===== src/hdl/qspi_pkg.sv =====
`default_nettype none

package qspi_pkg;

    localparam int COMM_WIDTH  = 8;
    localparam int ADDR_WIDTH  = 24;
    localparam int DATA_WIDTH  = 32;
    localparam int DIV_WIDTH   = 16;
    localparam int FRAME_WIDTH = COMM_WIDTH + ADDR_WIDTH + DATA_WIDTH;

    // serial clocks spent in the dummy phase
    localparam int DUMMY_SINGLE = 8;
    localparam int DUMMY_DUAL   = 8;
    localparam int DUMMY_QUAD   = 10;

    typedef enum logic [1:0] {
        LANE_SINGLE = 2'd0,
        LANE_DUAL   = 2'd1,
        LANE_QUAD   = 2'd2
    } lane_mode_e;

    typedef enum logic [2:0] {
        PH_IDLE    = 3'd0,
        PH_SELECT  = 3'd1,
        PH_COMMAND = 3'd2,
        PH_ADDRESS = 3'd3,
        PH_DUMMY   = 3'd4,
        PH_DATA    = 3'd5,
        PH_STOP    = 3'd6
    } phase_e;

endpackage

`default_nettype wire


===== src/hdl/qspi_clock_gen.sv =====
`default_nettype none

module qspi_clock_gen (
    input  logic                           i_clk,
    input  logic                           i_rst_n,
    input  logic                           i_run,
    input  logic [qspi_pkg::DIV_WIDTH-1:0] i_divider,
    output logic                           o_sclk_raw,
    output logic                           o_rise,
    output logic                           o_fall
);
    import qspi_pkg::*;

    logic [DIV_WIDTH-1:0] div_cnt;
    logic [1:0]           quarter;
    logic                 tick;

    assign tick = i_run && (div_cnt == i_divider);

    // divider restarts whenever the link goes quiet
    always_ff @(posedge i_clk or negedge i_rst_n) begin
        if (!i_rst_n) begin
            div_cnt <= '0;
        end else if (!i_run || tick) begin
            div_cnt <= '0;
        end else begin
            div_cnt <= div_cnt + 1'b1;
        end
    end

    // four ticks per bit, high between tick 1 and tick 3
    always_ff @(posedge i_clk or negedge i_rst_n) begin
        if (!i_rst_n) begin
            quarter    <= 2'd0;
            o_sclk_raw <= 1'b0;
            o_rise     <= 1'b0;
            o_fall     <= 1'b0;
        end else begin
            o_rise <= 1'b0;
            o_fall <= 1'b0;
            if (!i_run) begin
                quarter    <= 2'd0;
                o_sclk_raw <= 1'b0;
            end else if (tick) begin
                quarter <= quarter + 2'd1;
                if (quarter == 2'd1) begin
                    o_sclk_raw <= 1'b1;
                    o_rise     <= 1'b1;
                end
                if (quarter == 2'd3) begin
                    o_sclk_raw <= 1'b0;
                    o_fall     <= 1'b1;
                end
            end
        end
    end

endmodule

`default_nettype wire


===== src/hdl/qspi_sequencer.sv =====
`default_nettype none

module qspi_sequencer (
    input  logic                 i_clk,
    input  logic                 i_rst_n,
    input  logic                 i_start,
    input  logic                 i_rw,
    input  qspi_pkg::lane_mode_e i_mode,
    input  logic                 i_fall,
    output logic                 o_run,
    output logic                 o_load,
    output logic                 o_busy,
    output logic                 o_done,
    output logic                 o_cs_n,
    output qspi_pkg::phase_e     o_phase,
    output qspi_pkg::lane_mode_e o_lane_mode,
    output logic                 o_rw
);
    import qspi_pkg::*;

    phase_e     phase;
    phase_e     next_phase;
    lane_mode_e mode_q;
    logic       rw_q;
    logic [5:0] beat_cnt;
    logic [5:0] beat_last;
    logic [1:0] lane_shift;

    // log2 of the lane count
    always_comb begin
        case (mode_q)
            LANE_DUAL: lane_shift = 2'd1;
            LANE_QUAD: lane_shift = 2'd2;
            default:   lane_shift = 2'd0;
        endcase
    end

    always_comb begin
        case (phase)
            PH_COMMAND: beat_last = 6'(COMM_WIDTH - 1);
            PH_ADDRESS: beat_last = 6'((ADDR_WIDTH >> lane_shift) - 1);
            PH_DATA:    beat_last = 6'((DATA_WIDTH >> lane_shift) - 1);
            PH_DUMMY: begin
                case (mode_q)
                    LANE_DUAL: beat_last = 6'(DUMMY_DUAL - 1);
                    LANE_QUAD: beat_last = 6'(DUMMY_QUAD - 1);
                    default:   beat_last = 6'(DUMMY_SINGLE - 1);
                endcase
            end
            default:    beat_last = 6'd0;
        endcase
    end

    always_comb begin
        case (phase)
            PH_SELECT:  next_phase = PH_COMMAND;
            PH_COMMAND: next_phase = PH_ADDRESS;
            PH_ADDRESS: next_phase = PH_DUMMY;
            PH_DUMMY:   next_phase = PH_DATA;
            PH_DATA:    next_phase = PH_STOP;
            default:    next_phase = PH_IDLE;
        endcase
    end

    always_ff @(posedge i_clk or negedge i_rst_n) begin
        if (!i_rst_n) begin
            phase    <= PH_IDLE;
            mode_q   <= LANE_SINGLE;
            rw_q     <= 1'b0;
            beat_cnt <= 6'd0;
            o_busy   <= 1'b0;
            o_done   <= 1'b0;
            o_cs_n   <= 1'b1;
        end else begin
            o_done <= 1'b0;
            case (phase)
                PH_IDLE: begin
                    if (i_start) begin
                        phase  <= PH_SELECT;
                        mode_q <= i_mode;
                        rw_q   <= i_rw;
                        o_busy <= 1'b1;
                        o_cs_n <= 1'b0;
                    end
                end
                PH_SELECT: begin
                    phase <= next_phase;
                end
                default: begin
                    // a beat ends on the falling serial edge
                    if (i_fall) begin
                        if (beat_cnt == beat_last) begin
                            beat_cnt <= 6'd0;
                            phase    <= next_phase;
                            if (phase == PH_DATA) begin
                                o_cs_n <= 1'b1;
                            end
                            if (phase == PH_STOP) begin
                                o_busy <= 1'b0;
                                o_done <= 1'b1;
                            end
                        end else begin
                            beat_cnt <= beat_cnt + 6'd1;
                        end
                    end
                end
            endcase
        end
    end

    assign o_run       = (phase != PH_IDLE) && (phase != PH_SELECT);
    assign o_load      = (phase == PH_SELECT);
    assign o_phase     = phase;
    assign o_lane_mode = mode_q;
    assign o_rw        = rw_q;

endmodule

`default_nettype wire


===== src/hdl/qspi_shifter.sv =====
`default_nettype none

module qspi_shifter (
    input  logic                            i_clk,
    input  logic                            i_rst_n,
    input  logic                            i_load,
    input  logic                            i_rise,
    input  logic                            i_fall,
    input  logic                            i_rw,
    input  qspi_pkg::phase_e                i_phase,
    input  qspi_pkg::lane_mode_e            i_lane_mode,
    input  logic [qspi_pkg::COMM_WIDTH-1:0] i_command,
    input  logic [qspi_pkg::ADDR_WIDTH-1:0] i_addr,
    input  logic [qspi_pkg::DATA_WIDTH-1:0] i_wdata,
    input  logic [3:0]                      i_io,
    output logic [3:0]                      o_io_out,
    output logic [3:0]                      o_io_oe,
    output logic [qspi_pkg::DATA_WIDTH-1:0] o_rdata
);
    import qspi_pkg::*;

    logic [FRAME_WIDTH-1:0] tx_q;
    logic [DATA_WIDTH-1:0]  rx_q;
    lane_mode_e             tx_mode;
    logic [3:0]             lane_mask;
    logic [3:0]             tx_lanes;
    logic                   shift_en;

    // command always goes out on io0
    assign tx_mode  = (i_phase == PH_COMMAND) ? LANE_SINGLE : i_lane_mode;
    assign shift_en = i_phase inside {PH_COMMAND, PH_ADDRESS, PH_DATA};

    always_comb begin
        case (tx_mode)
            LANE_DUAL: tx_lanes = {2'b00, tx_q[FRAME_WIDTH-1 -: 2]};
            LANE_QUAD: tx_lanes = tx_q[FRAME_WIDTH-1 -: 4];
            default:   tx_lanes = {3'b000, tx_q[FRAME_WIDTH-1]};
        endcase
        case (i_lane_mode)
            LANE_DUAL: lane_mask = 4'b0011;
            LANE_QUAD: lane_mask = 4'b1111;
            default:   lane_mask = 4'b0001;
        endcase
    end

    always_comb begin
        case (i_phase)
            PH_COMMAND: o_io_oe = 4'b0001;
            PH_ADDRESS: o_io_oe = lane_mask;
            PH_DATA:    o_io_oe = i_rw ? 4'b0000 : lane_mask;
            default:    o_io_oe = 4'b0000;
        endcase
    end

    assign o_io_out = tx_lanes & o_io_oe;

    always_ff @(posedge i_clk or negedge i_rst_n) begin
        if (!i_rst_n) begin
            tx_q <= '0;
        end else if (i_load) begin
            tx_q <= {i_command, i_addr, i_wdata};
        end else if (i_fall && shift_en) begin
            case (tx_mode)
                LANE_DUAL: tx_q <= {tx_q[FRAME_WIDTH-3:0], 2'b00};
                LANE_QUAD: tx_q <= {tx_q[FRAME_WIDTH-5:0], 4'b0000};
                default:   tx_q <= {tx_q[FRAME_WIDTH-2:0], 1'b0};
            endcase
        end
    end

    // single mode reads back on io1
    always_ff @(posedge i_clk or negedge i_rst_n) begin
        if (!i_rst_n) begin
            rx_q <= '0;
        end else if (i_rise && i_rw && (i_phase == PH_DATA)) begin
            case (i_lane_mode)
                LANE_DUAL: rx_q <= {rx_q[DATA_WIDTH-3:0], i_io[1:0]};
                LANE_QUAD: rx_q <= {rx_q[DATA_WIDTH-5:0], i_io[3:0]};
                default:   rx_q <= {rx_q[DATA_WIDTH-2:0], i_io[1]};
            endcase
        end
    end

    assign o_rdata = rx_q;

endmodule

`default_nettype wire


===== src/hdl/qspi_master.sv =====
`default_nettype none

module qspi_master (
    input  logic                            i_clk,
    input  logic                            i_rst_n,
    input  logic                            i_start,
    input  logic                            i_rw,
    input  qspi_pkg::lane_mode_e            i_mode,
    input  logic                            i_cpol,
    input  logic [qspi_pkg::DIV_WIDTH-1:0]  i_divider,
    input  logic [qspi_pkg::COMM_WIDTH-1:0] i_command,
    input  logic [qspi_pkg::ADDR_WIDTH-1:0] i_addr,
    input  logic [qspi_pkg::DATA_WIDTH-1:0] i_wdata,
    input  logic [3:0]                      i_io,
    output logic                            o_sclk,
    output logic                            o_cs_n,
    output logic [3:0]                      o_io_out,
    output logic [3:0]                      o_io_oe,
    output logic [qspi_pkg::DATA_WIDTH-1:0] o_rdata,
    output logic                            o_busy,
    output logic                            o_done
);
    import qspi_pkg::*;

    logic       run;
    logic       load;
    logic       sclk_raw;
    logic       rise;
    logic       fall;
    logic       rw;
    logic       cpol_q;
    phase_e     phase;
    lane_mode_e lane_mode;

    // polarity is taken with the start pulse
    always_ff @(posedge i_clk or negedge i_rst_n) begin
        if (!i_rst_n) begin
            cpol_q <= 1'b0;
        end else if (i_start && !o_busy) begin
            cpol_q <= i_cpol;
        end
    end

    // no serial clock pulses while deselected, e.g. during stop
    assign o_sclk = (sclk_raw & ~o_cs_n) ^ cpol_q;

    qspi_clock_gen u_clock_gen (
        .i_clk      (i_clk),
        .i_rst_n    (i_rst_n),
        .i_run      (run),
        .i_divider  (i_divider),
        .o_sclk_raw (sclk_raw),
        .o_rise     (rise),
        .o_fall     (fall)
    );

    qspi_sequencer u_sequencer (
        .i_clk       (i_clk),
        .i_rst_n     (i_rst_n),
        .i_start     (i_start),
        .i_rw        (i_rw),
        .i_mode      (i_mode),
        .i_fall      (fall),
        .o_run       (run),
        .o_load      (load),
        .o_busy      (o_busy),
        .o_done      (o_done),
        .o_cs_n      (o_cs_n),
        .o_phase     (phase),
        .o_lane_mode (lane_mode),
        .o_rw        (rw)
    );

    qspi_shifter u_shifter (
        .i_clk       (i_clk),
        .i_rst_n     (i_rst_n),
        .i_load      (load),
        .i_rise      (rise),
        .i_fall      (fall),
        .i_rw        (rw),
        .i_phase     (phase),
        .i_lane_mode (lane_mode),
        .i_command   (i_command),
        .i_addr      (i_addr),
        .i_wdata     (i_wdata),
        .i_io        (i_io),
        .o_io_out    (o_io_out),
        .o_io_oe     (o_io_oe),
        .o_rdata     (o_rdata)
    );

endmodule

`default_nettype wire


===== config.mk =====
export PLATFORM = sky130hd
export DESIGN_NAME = qspi_master
export DESIGN_NICKNAME = d
export VERILOG_FILES = /design/src/hdl/qspi_pkg.sv /design/src/hdl/qspi_clock_gen.sv /design/src/hdl/qspi_sequencer.sv /design/src/hdl/qspi_shifter.sv /design/src/hdl/qspi_master.sv
export SDC_FILE = /design/constraint.sdc
export NUM_CORES = 1
export LEC_CHECK = 0
export BUFFER_PORTS_ARGS = -buffer_cell sky130_fd_sc_hd__buf_2
export CAP_MARGIN = 15
export CORE_UTILIZATION = 60
export DETAILED_ROUTE_END_ITERATION = 10
export PLACE_DENSITY = 0.95
export SYNTH_ARGS = -nofsm -noshare
export SYNTH_HDL_FRONTEND = slang
export SYNTH_SLANG_ARGS = --single-unit

===== constraint.sdc =====
create_clock -name i_clk -period 4.5 [get_ports i_clk]
set_input_delay 0.225 -clock i_clk [delete_from_list [all_inputs] [get_ports i_clk]]
set_output_delay 0.225 -clock i_clk [all_outputs]
set_load 0.02 [all_outputs]

# Word level (Yosys, flattened, before mapping)

Index checks and enable logic that the tools add are counted.

Flip-flop bits (word level): 133
Latch bits: 0
Memory bits (writable): 0
Bits in read-only memories: 0
Bits of input ports: 91
Output and inout bits: 44
Memories: 0

Add/sub/neg operators: 5
Multiply operators: 0
Div/mod/pow operators: 0
$lt $le $gt $ge: 0
Eq/ne operators: 18
Shift-type cells: 2
Mux-type cells: 45
Bitwise operators: 6
Reductions and logical operators: 26

Operators with widths:

| cell                    | number |
|---|---|
| $mux W64                | 2 |
| $pmux W64 S2            | 1 |
| $pmux W32 S2            | 1 |
| $pmux W6 S4             | 1 |
| $mux W1                 | 22 |
| $add A16 B1 Y16 const B | 1 |
| $eq A16 B16 Y1          | 1 |
| $mux W16                | 1 |
| $pmux W4 S2             | 2 |
| $pmux W3 S5             | 1 |
| $pmux W4 S3             | 1 |
| $reduce_bool A3 Y1      | 4 |
| $sub A6 B2 Y6 const B   | 2 |
| $reduce_and A5 Y1       | 2 |
| $reduce_bool A2 Y1      | 5 |
| $eq A3 B3 Y1 const B    | 3 |
| $mux W3                 | 3 |
| $mux W4                 | 2 |
| $add A6 B1 Y6 const B   | 1 |
| $eq A2 B1 Y1 const B    | 3 |
| $eq A2 B2 Y1 const B    | 3 |
| $eq A3 B2 Y1 const B    | 2 |
| $eq A6 B6 Y1            | 1 |
| $logic_and A1 B1 Y1     | 6 |
| 22 further kinds        | 31 |

# Logic depth before layout (Yosys ltp)

Gate-level depths: netlist of run 1.

Word-level depth: 9
Mapped depth: 13
Depth with buffers taken out: 12

# By module

Synthesis of run 1 repeated with hierarchy kept, for this count alone.

Cell total of the unflattened synthesis: 908
Area, all modules: 8683.3 µm²

By module, submodules not included:

| module         | instances | cells each | area an instance (µm²) | sequential area each (µm²) |
|---|---|---|---|---|
| qspi_shifter   | 1         | 640        | 6173.4                 | 2402.3 |
| qspi_sequencer | 1         | 152        | 1287.5                 | 376.6 |
| qspi_clock_gen | 1         | 111        | 1153.6                 | 525.5 |
| qspi_master    | 1         | 5          | 68.8                   | 25.0 |

# Worst setup path before layout of run 1

No wires, ideal clock.

Path type: register to register
Start point: register u_sequencer.phase[2], in the netlist u_sequencer.o_phase[2]
End point: register u_sequencer.phase[2], in the netlist u_sequencer.o_phase[2]
Data arrival time: 2.973 ns
Required time: 4.375 ns
Path slack: 1.402 ns
Cell stages (with the launch flop): 14
Buffers on the path: 1
Period minus slack after synthesis: 3.098 ns
Cell sequence: dfrtp_1 > and3b_1 > buf_2 > inv_2 > ha_1 > nand2_1 > ha_1 > or2b_1 > mux2_4 > xnor2_2 > a41oi_2 > a211oi_4 > and3_4 > mux2_4

Longest elaborated chain between the ends: 5

Ends and longest elaborated chain:

| element                                                           | RTL line                                   | source |
|---|---|---|
| from (decl)                                                       | qspi_sequencer.sv:21                       | `phase_e phase;` |
| from (signal assigned)                                            | qspi_sequencer.sv:87                       | `phase <= next_phase;` |
| from (signal assigned)                                            | qspi_sequencer.sv:94                       | `phase <= next_phase;` |
| $eq A3 B3 Y1, or another cell as far along                        | qspi_sequencer.sv:39, qspi_sequencer.sv:55 |  |
| $pmux W6 S4 or $pmux W3 S5 (tied branches)                        | qspi_sequencer.sv:39, qspi_sequencer.sv:55 |  |
| $eq A6 B6 Y1 or $mux W3 (tied branches)                           | qspi_sequencer.sv:92                       | `if (beat_cnt == beat_last) begin` |
| $reduce_bool A3 Y1 (no source line) or $mux W3 (tied branches)    | --                                         |  |
| $reduce_and A3 Y1 (no source line) or $pmux W3 S2 (tied branches) | --                                         |  |

Parallel ways exist; a longest one is shown, timed or not. The select of a mux whose other input is x is not followed.
A chain may end at the register's enable or synchronous reset.

# Worst setup path in the final report of run 1

Start point: register u_sequencer.phase[1], in the netlist u_sequencer.o_phase[1]
End point: register u_sequencer.phase[2], in the netlist u_sequencer.o_phase[2]

The elaborated chain is that of the path after synthesis.

==> results of run 1 <==
## cells in the final DEF (no fill, tap or decap), types with 4 or more instances in the layout
cell type	n
ha_1	9
and2_1	6
nor2b_1	7
nand4_1	6
inv_1	13
xnor2_1	22
clkbuf_1	4
and3_1	11
or3_1	4
buf_4	12
nand2_1	65
dfrtp_1	132
a22oi_1	97
a21oi_1	220
buf_2	133
clkbuf_16	17
xor2_1	12
o21ai_0	51
clkinv_2	4
nand3_1	11
nor2_1	243
mux2_2	6
## per-stage QoR
step	instance area [µm²]	worst slack [ns]	cells	utilization, %
after global placement	8860	0.894	1290	66.6
final	9440	0.654	1323	71.0
after global routing	9440	0.450	1323	71.0
after detailed placement	8860	0.708	1290	66.6
after CTS	9440	0.691	1323	71.0
after floorplan	8180	1.40	1056	-
## worst paths after layout
check / startpoint / end / slack [ns] / depth (start not counted)
worst max-delay path: u_sequencer.o_phase[1] / u_sequencer.o_phase[2] / 0.65 / 12
worst min-delay path: i_wdata[0] / u_shifter.tx_q[0] / 0.02 / 3
worst max register to register: u_sequencer.o_phase[1] / u_sequencer.o_phase[2] / 0.65 / 12
worst min register to register: u_shifter.o_rdata[31] / u_shifter.o_rdata[31] / 0.48 / 2
max in group asynchronous: i_rst_n / u_shifter.tx_q[14] / 3.04 / 3
min in group asynchronous: i_rst_n / u_shifter.o_rdata[3] / 0.50 / 2
## area by class of cell
class	count	share of cell area (%)
Multi-Input combinational cell	820	47.3
Timing Repair Buffer	148	8.45
Clock buffer	23	4.96
Inverter	14	0.557
Clock inverter	9	1.09
Sequential cell	133	35.3
Tap cell	176	2.33
## sequential cells by signal, indices dropped and copies added (netlist names)
register and cells:
u_sequencer.beat_cnt 6, u_clock_gen.o_fall 1, u_sequencer.o_lane_mode 2, cpol_q 1, u_clock_gen.div_cnt 16, u_clock_gen.quarter 2
u_shifter.o_rdata 32, u_sequencer.o_busy 1, u_sequencer.o_phase 3, u_clock_gen.o_rise 1, u_sequencer.o_done 1, u_shifter.tx_q 64
u_sequencer.o_rw 1, u_sequencer.o_cs_n 1, u_clock_gen.o_sclk_raw 1
## kinds of logic (layout without fill, tap and decap cells)
group,Yosys count,after routing
compound gates,391,391
simple gates,372,372
flops,133,133
buf+inv,103,194
xor+xnor,35,35
fa+ha+maj,12,12
mux,10,10
## routing by layer
| metal | vias up | global-route usage, % | share of wire, % |
|---|---|---|---|
| met5 | - | 0 | 0.054 |
| met3 | 55 | 5.69 | 7.1 |
| met1 | 3738 | 38.7 | 42 |
| li1 | 3856 | - | - |
| met4 | 2 | 12.9 | 2.9 |
| met2 | 347 | 47.0 | 48 |
## critical path: stages (launching register included)
cell	delay, ns
dfrtp_1	0.78
and3b_1	0.32
inv_2	0.10
ha_1	0.29
nand2_1	0.09
ha_1	0.21
or2b_1	0.22
mux2_4	0.28
xnor2_2	0.14
a41oi_2	0.20
a211oi_4	0.52
and3_4	0.28
mux2_4	0.29
## power breakdown
group	switching [µW]	total, µW	internal [µW]
Combinational	99.6	194	94.3
Clock	517	1360	840
Sequential	58.4	1300	1240
## what timing repair did
action | in CTS | in global routing
resized for setup | 0 | 0
endpoints found under the hold margin | 102 | 0
hold buffers | 1 | 0
buffers inserted | 0 | 0
==> qor.yml, run 1 <==
detailed_routing:
  routedWlPerCell_um: 15.3
  dr.first_iter.drc_count: 937
  drc: 0
  wl_um: 20200
  vias: 7998
  drtAntennaViolNets: 0
  drtPass1Iterations: 8
  drt-vias-per-instance: 6.05
layout:
  drive_above_1_share_pct: 17.3
  regArea_um2: 3330
  antenna_cells: 0
  fillers: 992
  area_delta_synth_final_pct: 15.3
  nets: 1237
  multi_input_area_um2: 4470
timing:
  tightest_slew_ns: 1.07
  whs_ns: 0.0246
  relSlewSlack_pct: 27.9
  fin_worst_skew_ns: 0.00849
  period_needed_ns: 3.85
  fmax_mhz: 260
  finalHoldViolations: 0
  fin_tns_setup_ns: 0
  timing.final.crit_share_pct: 85.5
  finalSetupViolCount: 0
  rsz0062_at_grt: "no"
  finalMaxSlewViolations: 0
grt:
  grt_pass1_wl_um: 33700
  grt_usage_pct: 29.3
  antenna_found_initial: 1
  grt_max_degree: 128
  overflow: 0
  grt_pass1_vias: 7181
pwr:
  leakage_uw: 0.00393
  total_power_uw: 2850
  max-vdd-ir-drop_mv: 0.240
  pwr_density_cell_nw_per_um2: 302
yosys:
  ys_ff_latch: 133
  ys_seq_area_share_pct: 40.7
  yosys_warnings: 0
  syn_nets: 1159
  synthAdderAreaFrac_pct: 1.84
  yosys-top-cells-area: "dfrtp_1 (40%), a21oi_1 (13%), nor2_1 (11%)"
  netlist_area_um2: 8180
  synthCells: 1056
  synthMostInstantiatedCell: "nor2_1"
  synth-edff-count: 0
  synthFlopType: "dfrtp_1"
  synth_area_per_cell_um2: 7.75
  async_flop_share_pct: 100
  yosys.area_share.simple_pct: 19.1
  yosysTopAreaCellShare_pct: 40.4
  synthMuxAreaShare_pct: 1.44
  synth_top_family_by_area: "compound AO/OA/AOI/OAI gates"
  synth_common_cells: "nor2_1 (243), a21oi_1 (220), dfrtp_1 (132)"
  synth_largest_area_cell: "dfrtp_1"
  synth_compound_area_share_pct: 27.9
  ys_types: 54
  synth-xor-area-share_pct: 3.84
clock_tree:
  clk_latency_ns: 0.43
  cts.htree.levels: 4
  clock-sinks: 133
  cts_inserted_buffers: 17
  cts_tree: "done"
  path_clk_slew_ns: 0.06
  root_buffer: "clkbuf_16"
  cts_max_path_buffers: 2
worst_setup_path:
  cp_max_fo: 21
  cp.required_ns: 4.81
  cp-start-kind: "register"
  cp-end-kind: "register"
  critPathKind: "reg -> reg"
  cp.arrival_ns: 4.16
job:
  cap_violations: 0
die:
  dieArea_um2: 14100
  coreArea_um2: 13300
  fp.dieW_um: 119
  io_pins: 135
  num_rows: 42
  initial_utilization_pct: 61.5
  die_y_um: 119
worst_hold_path:
  min_path_type: "in -> reg"
placed_design:
  port_buffers: 134
  hpwl_um: 12800
  place.gp.congestion: 0.870
run_status:
  status: "finished, final reports clean"
Note: power is estimated with default switching activity, not from simulation.
==> run 2: changes to the inputs <==
--- a/config.mk
+++ b/config.mk
@@ -6,5 +6,5 @@
 export NUM_CORES = 1
 export LEC_CHECK = 0
-export BUFFER_PORTS_ARGS = -buffer_cell sky130_fd_sc_hd__buf_2
+export BUFFER_PORTS_ARGS = -buffer_cell sky130_fd_sc_hd__buf_4
 export CAP_MARGIN = 15
 export CORE_UTILIZATION = 60
==> constraint.sdc (replaced) <==
create_clock -name i_clk -period 4.5 [get_ports i_clk]
set_input_delay 0.225 -clock i_clk [delete_from_list [all_inputs] [get_ports i_clk]]
set_output_delay 0.225 -clock i_clk [all_outputs]
set_load 0.01 [all_outputs]
==> qor.yml, run 2 (synthesized netlist as in run 1, its figures left out) <==
run_status:
  status: "finished, final reports clean"  # unchanged
timing:
  finalHoldViolations: 0  # unchanged
  fin_worst_skew_ns: 0.0100  # was 0.00849 ns
  fmax_mhz: 272  # was 260 MHz
  fin_tns_setup_ns: 0  # unchanged
  timing.final.crit_share_pct: 81.7  # was 85.5%
  rsz0062_at_grt: "no"  # unchanged
  finalSetupViolCount: 0  # unchanged
  relSlewSlack_pct: 28.2  # was 27.9%
  period_needed_ns: 3.67  # was 3.85 ns
  finalMaxSlewViolations: 0  # unchanged
  setup_slack_ns: 0.825  # was 0.654 ns
  tightest_slew_ns: 1.08  # was 1.07 ns
pwr:
  pwr_density_cell_nw_per_um2: 300  # was 302 nW/µm²
  max-vdd-ir-drop_mv: 0.245  # was 0.240 mV
  leakage_uw: 0.00404  # was 0.00393 µW
clock_tree:
  clk_latency_ns: 0.44  # was 0.43 ns
  ctsResizeCount: 0  # unchanged
  cts_tree: "done"  # unchanged
  clock-sinks: 133  # unchanged
  cts.htree.levels: 4  # unchanged
  postCtsSetupBuffers: 0  # unchanged
  path_clk_slew_ns: 0.06  # about the same
  root_buffer: "clkbuf_16"  # unchanged
  cts_max_path_buffers: 2  # unchanged
  hold_buffers: 1  # unchanged
  cts_inserted_buffers: 17  # unchanged
placed_design:
  dp_cells: 1291  # was 1290
  dp_slack_ns: 0.907  # was 0.708 ns
  placed_area_um2: 9210  # was 8860 µm²
  hpwl_um: 13300  # was 12800 µm
  place.gp.congestion: 0.884  # was 0.870
  port_buffers: 134  # unchanged
die:
  coreArea_um2: 13300  # unchanged
  io_pins: 135  # unchanged
  num_rows: 42  # unchanged
  fp.dieW_um: 119  # unchanged
  initial_utilization_pct: 61.5  # unchanged
  die_y_um: 119  # unchanged
  dieArea_um2: 14100  # unchanged
job:
  cap_violations: 0  # unchanged
worst_setup_path:
  cp.required_ns: 4.82  # was 4.81 ns
  critPathKind: "reg -> reg"  # unchanged
  cp_max_fo: 32  # was 21
  cp.arrival_ns: 3.99  # was 4.16 ns
  cp-start-kind: "register"  # unchanged
  cp-end-kind: "register"  # unchanged
layout:
  drive_above_1_share_pct: 17.6  # was 17.3%
  final_cell_mix: "nor2_1 (243), a21oi_1 (220), buf_4 (146)"  # was nor2_1 (243), a21oi_1 (220), buf_2 (133)
  nets: 1238  # was 1237
  final_core_util_pct: 73.9  # was 71.0%
  final_cells: 1324  # was 1323
  largest_reg_flops: 64  # unchanged
  final_area_um2: 9820  # was 9440 µm²
  area_delta_synth_final_pct: 20.1  # was 15.3%
  fillers: 963  # was 992
  multi_input_area_um2: 4470  # unchanged
  layout_commonest_cell: "nor2_1"  # unchanged
  antenna_cells: 0  # unchanged
  top_register: "u_shifter.tx_q"  # unchanged
  regArea_um2: 3330  # unchanged
worst_hold_path:
  min_path_type: "in -> reg"  # unchanged
detailed_routing:
  drt-vias-per-instance: 6.11  # was 6.05
  routedWlPerCell_um: 15.8  # was 15.3 µm
  drtAntennaViolNets: 0  # unchanged
  vias: 8091  # was 7998
  drtPass1Iterations: 6  # was 8
  dr.first_iter.drc_count: 1009  # was 937
  wl_um: 21000  # was 20200 µm
  drc: 0  # unchanged
grt:
  grt_pass1_vias: 7530  # was 7181
  antenna_found_initial: 0  # was 1
  overflow: 0  # unchanged
  grt_max_degree: 128  # unchanged
  grt_usage_pct: 31.3  # was 29.3%
  grt_pass1_wl_um: 35400  # was 33700 µm
run 2: layout make-up:
cell class,instances,share of cell area [%]
multi-input combinational,820,45.5
clock buffer,25,5.25
tap,176,2.24
clock inverter,7,0.955
inverter,14,0.535
timing repair buffer,149,11.7
sequential,133,33.9
run 2: worst paths after layout:
kind / slack [ns] / to / cells past startpoint / start
max: 0.83 / u_sequencer.o_phase[2] / 13 / u_sequencer.o_lane_mode[1]
min: 0.02 / u_sequencer.o_lane_mode[1] / 3 / i_mode[1]
max reg2reg: 0.83 / u_sequencer.o_phase[2] / 13 / u_sequencer.o_lane_mode[1]
min reg2reg: 0.48 / u_shifter.o_rdata[31] / 2 / u_shifter.o_rdata[31]
max in group asynchronous: 2.97 / u_shifter.o_rdata[19] / 3 / i_rst_n
min in group asynchronous: 0.44 / u_shifter.o_rdata[5] / 2 / i_rst_n
run 2: stage by stage:
stage | hold WS [ns] | total power, µW
after floorplan | -0.0706 | 1410
after global placement | 0.362 | 1520
after detailed placement | 0.369 | 1530
after CTS | 0.0102 | 2950
after global routing | 0.0284 | 3050
final | 0.0156 | 2940
run 2: critical path, stage by stage, from the launching register on:
cell and delay (ns):
dfrtp_1 0.41, inv_1 0.09, ha_1 0.14, buf_4 0.31, ha_1 0.36, nand2_1 0.09
ha_1 0.23, or2b_1 0.24, mux2_4 0.29, xnor2_2 0.14, a41oi_2 0.20, a211oi_4 0.48
and3_4 0.28, mux2_4 0.29
run 2: metal layers:
metal / wire length, µm / GRT usage (%) / vias up
met5: 0 / 0 / -
met3: 1560 / 5.69 / 44
met1: 8650 / 41.5 / 3823
met4: 552 / 14.6 / 0
li1: - / - / 3852
met2: 10200 / 49.8 / 372
run 2: report_power, final:
| group | total, µW | internal, µW | switching, µW |
|---|---|---|---|
| Combinational | 216 | 117 | 99.8 |
| Clock | 1430 | 902 | 525 |
| Sequential | 1300 | 1240 | 57.5 |
